## config.mk

```make
export PLATFORM = sky130hd
export DESIGN_NAME = env_step_top
export DESIGN_NICKNAME = d
export VERILOG_FILES = /design/src/source/cart_pkg.sv /design/src/source/bus_pkg.sv /design/src/source/step_if.sv /design/src/source/cart_step_pe.sv /design/src/source/result_writer.sv /design/src/source/env_sequencer.sv /design/src/source/env_step_top.sv
export VERILOG_INCLUDE_DIRS = /design/src /design/src/source
export SDC_FILE = /design/constraint.sdc
export NUM_CORES = 1
export LEC_CHECK = 0
export ABC_AREA = 1
export BUFFER_PORTS_ARGS = -buffer_cell sky130_fd_sc_hd__clkbuf_2
export CELL_PAD_IN_SITES_DETAIL_PLACEMENT = 0
export CELL_PAD_IN_SITES_GLOBAL_PLACEMENT = 1
export CORE_MARGIN = 5
export CORE_UTILIZATION = 30
export DETAILED_ROUTE_END_ITERATION = 7
export PLACE_DENSITY = 0.54
export SETUP_SLACK_MARGIN = 0.05
export SLEW_MARGIN = 30
export SYNTH_ARGS = -nofsm -noshare
export SYNTH_HDL_FRONTEND = slang
export SYNTH_SLANG_ARGS = --single-unit
```

## constraint.sdc

```tcl
create_clock -name i_clk -period 2.8 [get_ports i_clk]
set_input_delay 0.7 -clock i_clk [delete_from_list [all_inputs] [get_ports i_clk]]
set_output_delay 0.7 -clock i_clk [all_outputs]
set_load 0.03 [all_outputs]
```

## src/source/env_step_cfg.svh

```systemverilog
`ifndef ENV_STEP_CFG_SVH
`define ENV_STEP_CFG_SVH

// sizes
`define ENV_NUM      8       // environments per run
`define DATA_WL      32      // memory word width
`define ADDR_WL      16      // byte address width
`define WEA_WL       4       // byte write enables
`define ACT_WL       2       // bits per action
`define STEP_LATENCY 2       // pe pipeline depth

// physics
`define POS_LIMIT    1000    // done when |pos| exceeds this

// word address map of the shared memory
`define STATE_BASE   0       // first env state
`define ACT_ADDR     8       // packed actions, 2 bits per env
`define FLAG_ADDR    9       // start flag, cleared at end of run
`define OBS_BASE     10      // first observation
`define RWD_ADDR     18      // packed reward bits
`define DONE_ADDR    19      // packed done bits

`endif

```

## src/source/cart_pkg.sv

```systemverilog
`include "env_step_cfg.svh"

package cart_pkg;

    // one env state/observation word, either raw or split into halves
    typedef union packed {
        logic [`DATA_WL-1:0] raw;          // as stored in memory
        struct packed {
            logic signed [15:0] pos;       // upper half
            logic signed [15:0] vel;       // lower half
        } st;
    } cart_word_u;

    // action field of the packed action word
    typedef enum logic [`ACT_WL-1:0] {
        ACT_LEFT      = 2'd0,              // vel - 1
        ACT_RIGHT     = 2'd1,              // vel + 1
        ACT_COAST     = 2'd2,
        ACT_COAST_ALT = 2'd3               // treated as coast too
    } action_e;

endpackage

```

## src/source/bus_pkg.sv

```systemverilog
`include "env_step_cfg.svh"

package bus_pkg;

    typedef logic [`DATA_WL-1:0] word_t;        // memory data word
    typedef logic [`ADDR_WL-3:0] word_addr_t;   // byte address without the 2 lsbs

    // sequencer phase
    typedef enum logic [2:0] {
        PH_IDLE    = 3'd0,   // polling the start flag
        PH_READ    = 3'd1,   // fetching actions and states
        PH_COMPUTE = 3'd2,   // issuing steps, draining the pe
        PH_WRITE   = 3'd3,   // obs, reward, done write back
        PH_CLEAR   = 3'd4    // zero the start flag
    } phase_e;

endpackage

```

## src/source/step_if.sv

```systemverilog
`timescale 1ns/100ps
`include "env_step_cfg.svh"

interface step_if;

    // request side, sequencer to pe
    logic                        req_valid;
    logic [$clog2(`ENV_NUM)-1:0] req_idx;
    cart_pkg::cart_word_u        req_state;
    cart_pkg::action_e           req_action;

    // result side, pe to writer; valid qualifies data in the same cycle
    logic                        res_valid;
    logic [$clog2(`ENV_NUM)-1:0] res_idx;
    cart_pkg::cart_word_u        res_obs;
    logic                        res_rwd;
    logic                        res_done;

    modport seq    (output req_valid, req_idx, req_state, req_action);
    modport pe     (input  req_valid, req_idx, req_state, req_action,
                    output res_valid, res_idx, res_obs, res_rwd, res_done);
    modport writer (input  res_valid, res_idx, res_obs, res_rwd, res_done);

endinterface

```

## src/source/cart_step_pe.sv

```systemverilog
`timescale 1ns/100ps
`include "env_step_cfg.svh"

module cart_step_pe (
    input  logic i_clk,
    input  logic i_rstn,
    step_if.pe   step
);

    logic                        s1_valid;
    logic [$clog2(`ENV_NUM)-1:0] s1_idx;
    cart_pkg::cart_word_u        s1_word;   // pos unchanged, vel already updated
    cart_pkg::cart_word_u        s1_nxt;
    cart_pkg::cart_word_u        obs_nxt;
    logic                        done_nxt;

    // stage 1, action on velocity
    always_comb begin
        s1_nxt = step.req_state;
        case (step.req_action)
            cart_pkg::ACT_LEFT:  s1_nxt.st.vel = step.req_state.st.vel - 16'sd1;
            cart_pkg::ACT_RIGHT: s1_nxt.st.vel = step.req_state.st.vel + 16'sd1;
            default:             s1_nxt.st.vel = step.req_state.st.vel;  // coast
        endcase
    end

    // stage 2, integrate position and check the track limit
    always_comb begin
        obs_nxt        = s1_word;
        obs_nxt.st.pos = s1_word.st.pos + s1_word.st.vel;   // wraps at 16 bits
        done_nxt       = (obs_nxt.st.pos > `POS_LIMIT) || (obs_nxt.st.pos < -(`POS_LIMIT));
    end

    always_ff @(posedge i_clk or negedge i_rstn) begin
        if (!i_rstn) begin
            s1_valid       <= 1'b0;
            step.res_valid <= 1'b0;
        end else begin
            s1_valid       <= step.req_valid;
            step.res_valid <= s1_valid;
        end
    end

    always_ff @(posedge i_clk) begin
        s1_idx        <= step.req_idx;
        s1_word       <= s1_nxt;
        step.res_idx  <= s1_idx;        // index rides with the item
        step.res_obs  <= obs_nxt;
        step.res_done <= done_nxt;
        step.res_rwd  <= !done_nxt;
    end

endmodule

```

## src/source/result_writer.sv

```systemverilog
`timescale 1ns/100ps
`include "env_step_cfg.svh"

module result_writer (
    input  logic                          i_clk,
    input  logic                          i_rstn,
    step_if.writer                        step,
    input  logic [$clog2(`ENV_NUM+3)-1:0] i_wr_slot,
    output bus_pkg::word_t                o_data
);

    localparam int IDX_WL  = $clog2(`ENV_NUM);
    localparam int SLOT_WL = $clog2(`ENV_NUM + 3);

    cart_pkg::cart_word_u obs_buf [`ENV_NUM];  // observation per env
    logic [`ENV_NUM-1:0]  rwd_bits;
    logic [`ENV_NUM-1:0]  done_bits;

    always_ff @(posedge i_clk) begin
        if (step.res_valid) begin
            obs_buf[step.res_idx] <= step.res_obs;
        end
    end

    // packed bits, env 0 starts a fresh run
    always_ff @(posedge i_clk or negedge i_rstn) begin
        if (!i_rstn) begin
            rwd_bits  <= '0;
            done_bits <= '0;
        end else if (step.res_valid) begin
            if (step.res_idx == '0) begin
                rwd_bits  <= {{(`ENV_NUM-1){1'b0}}, step.res_rwd};
                done_bits <= {{(`ENV_NUM-1){1'b0}}, step.res_done};
            end else begin
                rwd_bits[step.res_idx]  <= step.res_rwd;
                done_bits[step.res_idx] <= step.res_done;
            end
        end
    end

    // word for the slot being written
    always_comb begin
        if (i_wr_slot < SLOT_WL'(`ENV_NUM)) begin
            o_data = obs_buf[IDX_WL'(i_wr_slot)].raw;
        end else if (i_wr_slot == SLOT_WL'(`ENV_NUM)) begin
            o_data = {{(`DATA_WL-`ENV_NUM){1'b0}}, rwd_bits};
        end else if (i_wr_slot == SLOT_WL'(`ENV_NUM + 1)) begin
            o_data = {{(`DATA_WL-`ENV_NUM){1'b0}}, done_bits};
        end else begin
            o_data = '0;    // flag clear
        end
    end

endmodule

```

## src/source/env_sequencer.sv

```systemverilog
`timescale 1ns/100ps
`include "env_step_cfg.svh"

module env_sequencer (
    input  logic                                i_clk,
    input  logic                                i_rstn,
    input  bus_pkg::word_t                      i_data,
    output bus_pkg::word_addr_t                 o_word_addr,
    output logic [`WEA_WL-1:0]                  o_wea,
    output logic [$clog2(`ENV_NUM+3)-1:0]       o_wr_slot,
    step_if.seq                                 step
);

    localparam int IDX_WL  = $clog2(`ENV_NUM);
    localparam int SLOT_WL = $clog2(`ENV_NUM + 3);
    localparam int CNT_WL  = $clog2(`ENV_NUM + `STEP_LATENCY + 3);

    bus_pkg::phase_e      phase, phase_nxt;
    logic                 idle_q;      // previous cycle was idle, i_data is a clean flag read
    logic [CNT_WL-1:0]    cnt;         // position inside the current phase
    logic [CNT_WL-1:0]    cnt_q;       // cnt one cycle late, lines up with i_data
    logic                 rd_vld_q;    // i_data holds a read phase word
    logic [IDX_WL-1:0]    cap_idx;
    logic [IDX_WL-1:0]    req_idx;
    bus_pkg::word_t       act_word;    // packed actions of this run
    cart_pkg::cart_word_u state_reg [`ENV_NUM];

    always_comb begin
        phase_nxt = phase;
        case (phase)
            bus_pkg::PH_IDLE: begin
                if (idle_q && (i_data != '0)) begin
                    phase_nxt = bus_pkg::PH_READ;
                end
            end
            bus_pkg::PH_READ: begin
                if (cnt == CNT_WL'(`ENV_NUM)) begin   // action + ENV_NUM states presented
                    phase_nxt = bus_pkg::PH_COMPUTE;
                end
            end
            bus_pkg::PH_COMPUTE: begin
                if (cnt == CNT_WL'(`ENV_NUM + `STEP_LATENCY - 1)) begin // last result due
                    phase_nxt = bus_pkg::PH_WRITE;
                end
            end
            bus_pkg::PH_WRITE: begin
                if (cnt == CNT_WL'(`ENV_NUM + 1)) begin
                    phase_nxt = bus_pkg::PH_CLEAR;
                end
            end
            default: phase_nxt = bus_pkg::PH_IDLE;  // clear lasts one cycle
        endcase
    end

    always_ff @(posedge i_clk or negedge i_rstn) begin
        if (!i_rstn) begin
            phase    <= bus_pkg::PH_IDLE;
            idle_q   <= 1'b0;
            cnt      <= '0;
            cnt_q    <= '0;
            rd_vld_q <= 1'b0;
        end else begin
            phase    <= phase_nxt;
            idle_q   <= (phase == bus_pkg::PH_IDLE);
            cnt_q    <= cnt;
            rd_vld_q <= (phase == bus_pkg::PH_READ);
            if (phase_nxt != phase) begin
                cnt <= '0;
            end else if (phase != bus_pkg::PH_IDLE) begin
                cnt <= cnt + 1'b1;
            end
        end
    end

    // action word comes first, then state i at read slot i+1
    assign cap_idx = IDX_WL'(cnt_q - 1'b1);

    always_ff @(posedge i_clk) begin
        if (rd_vld_q) begin
            if (cnt_q == '0) begin
                act_word <= i_data;
            end else begin
                state_reg[cap_idx] <= i_data;
            end
        end
    end

    // one request per cycle in the first ENV_NUM compute cycles
    assign req_idx         = IDX_WL'(cnt);
    assign step.req_valid  = (phase == bus_pkg::PH_COMPUTE) && (cnt < CNT_WL'(`ENV_NUM));
    assign step.req_idx    = req_idx;
    assign step.req_state  = state_reg[req_idx];
    assign step.req_action = cart_pkg::action_e'(act_word[`ACT_WL*req_idx +: `ACT_WL]);

    always_comb begin
        case (phase)
            bus_pkg::PH_READ: begin
                if (cnt == '0) begin
                    o_word_addr = bus_pkg::word_addr_t'(`ACT_ADDR);
                end else begin
                    o_word_addr = bus_pkg::word_addr_t'(`STATE_BASE + cnt - 1);
                end
            end
            bus_pkg::PH_WRITE: begin
                if (cnt < CNT_WL'(`ENV_NUM)) begin
                    o_word_addr = bus_pkg::word_addr_t'(`OBS_BASE + cnt);
                end else if (cnt == CNT_WL'(`ENV_NUM)) begin
                    o_word_addr = bus_pkg::word_addr_t'(`RWD_ADDR);
                end else begin
                    o_word_addr = bus_pkg::word_addr_t'(`DONE_ADDR);
                end
            end
            default: o_word_addr = bus_pkg::word_addr_t'(`FLAG_ADDR); // idle poll, clear write
        endcase
    end

    assign o_wea     = ((phase == bus_pkg::PH_WRITE) || (phase == bus_pkg::PH_CLEAR)) ? '1 : '0;
    assign o_wr_slot = (phase == bus_pkg::PH_WRITE) ? SLOT_WL'(cnt)
                                                    : SLOT_WL'(`ENV_NUM + 2); // clear slot

endmodule

```

## src/source/env_step_top.sv

```systemverilog
`timescale 1ns/100ps
`include "env_step_cfg.svh"

module env_step_top (
    input  logic                i_clk,
    input  logic                i_rstn,
    input  logic [`DATA_WL-1:0] i_data,
    output logic [`DATA_WL-1:0] o_data,
    output logic [`ADDR_WL-1:0] o_addr,
    output logic [`WEA_WL-1:0]  o_wea
);

    bus_pkg::word_addr_t                word_addr;
    logic [$clog2(`ENV_NUM+3)-1:0]      wr_slot;

    step_if step_bus ();

    env_sequencer i_sequencer (
        .i_clk       ( i_clk     ),
        .i_rstn      ( i_rstn    ),
        .i_data      ( i_data    ),
        .o_word_addr ( word_addr ),
        .o_wea       ( o_wea     ),
        .o_wr_slot   ( wr_slot   ),
        .step        ( step_bus  )
    );

    cart_step_pe i_pe (
        .i_clk  ( i_clk    ),
        .i_rstn ( i_rstn   ),
        .step   ( step_bus )
    );

    result_writer i_writer (
        .i_clk     ( i_clk    ),
        .i_rstn    ( i_rstn   ),
        .step      ( step_bus ),
        .i_wr_slot ( wr_slot  ),
        .o_data    ( o_data   )
    );

    assign o_addr = {word_addr, 2'b00};   // word to byte address

endmodule

```

==> results.md <==
- Status: finished with violations
- Failing checks: negative setup slack
- Via count: 17100
- Compound-Gate Fraction of Synth Area: 0.0990
- Port bufs: 74
- CP Max Fanout: 8
- TritonCTS buffer count: 70
- Vias in the first global route: 17000
- Synth Area in Simple Gates: 0.130
- Clock Skews: 0.0271 ns
- Die X: 302 microns
- Initial antenna violation count: 1
- Synth cell types: 52
- Antenna Nets Post-Route: 0
- Final setup fails: 47
- Sequential share of power: 0.527
- Leakage power: 12.4 nW
- YS warnings: 0
- Peak VDD IR: 0.000362 V
- Synth Area in Adders: 0.0191
- P_sw: 3.72 mW
- Sw frac: 0.194
- Post-synthesis async set-or-reset flop share: 0.0491
- Row cnt: 107
- Final #Nets: 2487
- Tot Pwr: 19.2 mW
- Reg area: 18100 sq um
- Reg2reg start: i_sequencer.cnt[0]$_DFFE_PN0P_
- Crit Path Category: flip-flop to output pin
- Clock latency on the worst-skew pair: 0.60 ns
- I/O pins: 86
- Xor and xnor area share after synthesis: 0.00580
- Deepest clock path buffer count: 3
- Worst path required time: 2.10 ns
- Clk pin slew, worst setup/hold paths: 0.06 ns
- Area grow syn2layout: 29.7%
- Crit. End Element: output pin
- R2r setup slk: -0.27 ns
- Internal power: 15.5 mW
- RSZ-0062 raised after global routing: yes
- Flip-flop and latch count after synthesis: 631
- DR WL/cell: 20.2 microns
- Hold Vio Cnt, Final: 0
- Fillers: 8030
- CTS H-tree lvls: 3
- Mapped Cells: 2143
- Grt ovf: 0
- Largest family of logic cells by synthesized area: simple AND/OR/NAND/NOR gates
- Mapped cell area: 25700 sq um
- Area of the die: 91500 sq um
- Worst slack at placement: -0.158 ns
- Critical path origin: i_sequencer.cnt[0]$_DFFE_PN0P_
- Post-synthesis mux area share: 0
- R2R cell count: 22
- CTS tree: yes
- Final min period: 3.29 ns
- Hold Buf Count CTS: 0
- Hold WC Path Type: primary input to async pin
- PD cells: 576 nW/um^2
- Startpoint Class: flip-flop
- Slew Limit Fails: 0
- Clock power share: 0.466
- Share of cells above drive strength 1: 0.260
- Global-route usage over all layers: 0.156
- Die height: 302 microns
- RR Endpoint: i_pe.s1_word[15]$_DFF_P_
- Gpl congestion: 0.781
- Initial DRC count: 865
- Clock sinks: 631
- FMAX: 304 MHz
- Ys flop type: edfxtp_1
- Largest net degree at the start of global routing: 37
- Seq/Total Area, Yosys: 0.704
- Syn_area_per_cell: 12.0 sq um
- Setup crit end: o_data[4]
- DRC errors left: 0
- Final period util: 1.17
- Multi-input gate area: 7820 sq um
- First-pass GRT wire length: 108000 microns
- DP Wirelength: 42200 microns
- Final worst slack: -0.486 ns
- Crit path arrival time: 2.59 ns
- Max-Cap Viols: 0
- Slew @ Worst Pin: 0.869 ns
- DRT Pass-1 Iters: 5
- Slew headroom: 0.421
- Final Routed Wirelength: 73000 microns
- Post-synth EDFFs: 528
- Comb pwr share: 0.007
- Vias/cell: 4.74
- Core area: 85000 sq um
- Initial Utilization: 0.302
- Clk root buf: clkbuf_16
## worst min path at each step
| stage | startpoint | to | slack, ns |
|---|---|---|---|
| 2_1_floorplan | i_pe.s1_idx[0]$_DFF_P_ | i_pe.step.res_idx[0]$_DFF_P_ | 0.31 |
| 3_3_place_gp | i_pe.s1_idx[1]$_DFF_P_ | i_pe.step.res_idx[1]$_DFF_P_ | 0.31 |
| 3_5_place_dp | i_pe.s1_idx[1]$_DFF_P_ | i_pe.step.res_idx[1]$_DFF_P_ | 0.31 |
| 4_1_cts | i_rstn | i_sequencer.cnt[0]$_DFFE_PN0P_ | 0.21 |
| 5_1_grt | i_rstn | i_sequencer.cnt[0]$_DFFE_PN0P_ | 0.25 |
| 6_report | i_rstn | i_writer.done_bits[1]$_DFFE_PN0P_ | 0.21 |
## metal layers
metal | vias to the layer above | global-route usage | routed length, microns
li1 | 8195 | - | -
met1 | 8537 | 0.201 | 31700
met2 | 305 | 0.276 | 37000
met3 | 85 | 0.0254 | 2930
met4 | 0 | 0.0374 | 1260
met5 | - | 0 | 0
## placed cells by master, fill, tap and decap left out, drive strengths merged, types with 31 or more instances in the layout
cell type	n
dfxtp	72
inv	121
dfrtp	31
nand3	135
clkbuf	167
edfxtp	528
ha	36
nor2	288
nand2	374
buf	235
o21ai	167
a21oi	68
## what timing repair did
action | 4_1_cts | 5_1_grt
pin swaps | 52 | 100
resized for setup | 243 | 194
hold endpoints to repair | 0 | 0
endpoints found under the setup margin | 51 | 51
gates cloned | 10 | 3
setup buffers | 33 | 43
## synth_stat cells (10+ instances only)
library cell	count	area [sq um]
buf_2	42	210
dfrtp_1	31	776
a31oi_1	27	169
o211ai_1	13	97.6
nor2_1	284	1070
edfxtp_1	528	15900
o22a_1	21	184
clkbuf_1	31	116
o221ai_1	24	210
buf_4	27	203
a21oi_1	68	340
a22oi_1	10	75.1
nand3_1	135	676
nand2_1	370	1390
o21ai_0	165	826
inv_1	111	417
a211oi_1	14	105
dfxtp_1	72	1440
o22ai_1	29	181
ha_1	36	450
## power by group through the flow
stage          Combinational [mW]  Sequential, mW  Clock, mW
6_report                    0.130            10.1       8.94
5_1_grt                     0.146            10.1       9.62
4_1_cts                     0.134            10.1       9.20
3_5_place_dp                0.133            10.3          0
3_3_place_gp                0.130            10.3          0
2_1_floorplan              0.0379            10.3          0
## metrics by stage
step                       util  area, sq um  hold slack (ns)  std cells  TNS (ns)
after floorplan               -        25800            0.310       2153         0
after detailed placement  0.335        28500            0.312       3405    -0.234
final                     0.392        33300            0.214       3613    -15.02
after CTS                 0.380        32300            0.207       3573    -16.45
after global placement    0.335        28500            0.311       3405    -0.359
after global routing      0.392        33300            0.255       3612    -20.74
## worst max-delay path: stages, from the launching register on
cell	delay [ns]
dfrtp_4	0.51
inv_8	0.07
buf_12	0.10
nor2_4	0.04
buf_6	0.13
nand2_8	0.15
clkinv_8	0.11
nand2_4	0.06
o211ai_1	0.08
o211ai_1	0.33
nand3_1	0.20
clkbuf_8	0.21
## layout make-up
type                    count  share of cell area
diodes                      1           0.0000752
clock buffers             101              0.0599
well taps                1144              0.0430
clock inverters            24             0.00737
multi-input cells        1293               0.235
repair inverters            1            0.000263
flip-flops and latches    631               0.543
repair buffers            301              0.0969
inverters                 117              0.0143
## cell families after synthesis
kind of cell | Yosys count
buffers and inverters | 229
flip-flops | 631
adder cells (fa/ha/maj) | 38
other | 1
AO/OA/AOI/OAI | 408
XOR/XNOR | 17
AND/OR/NAND/NOR | 819
Power figures use the tool's default switching activity.
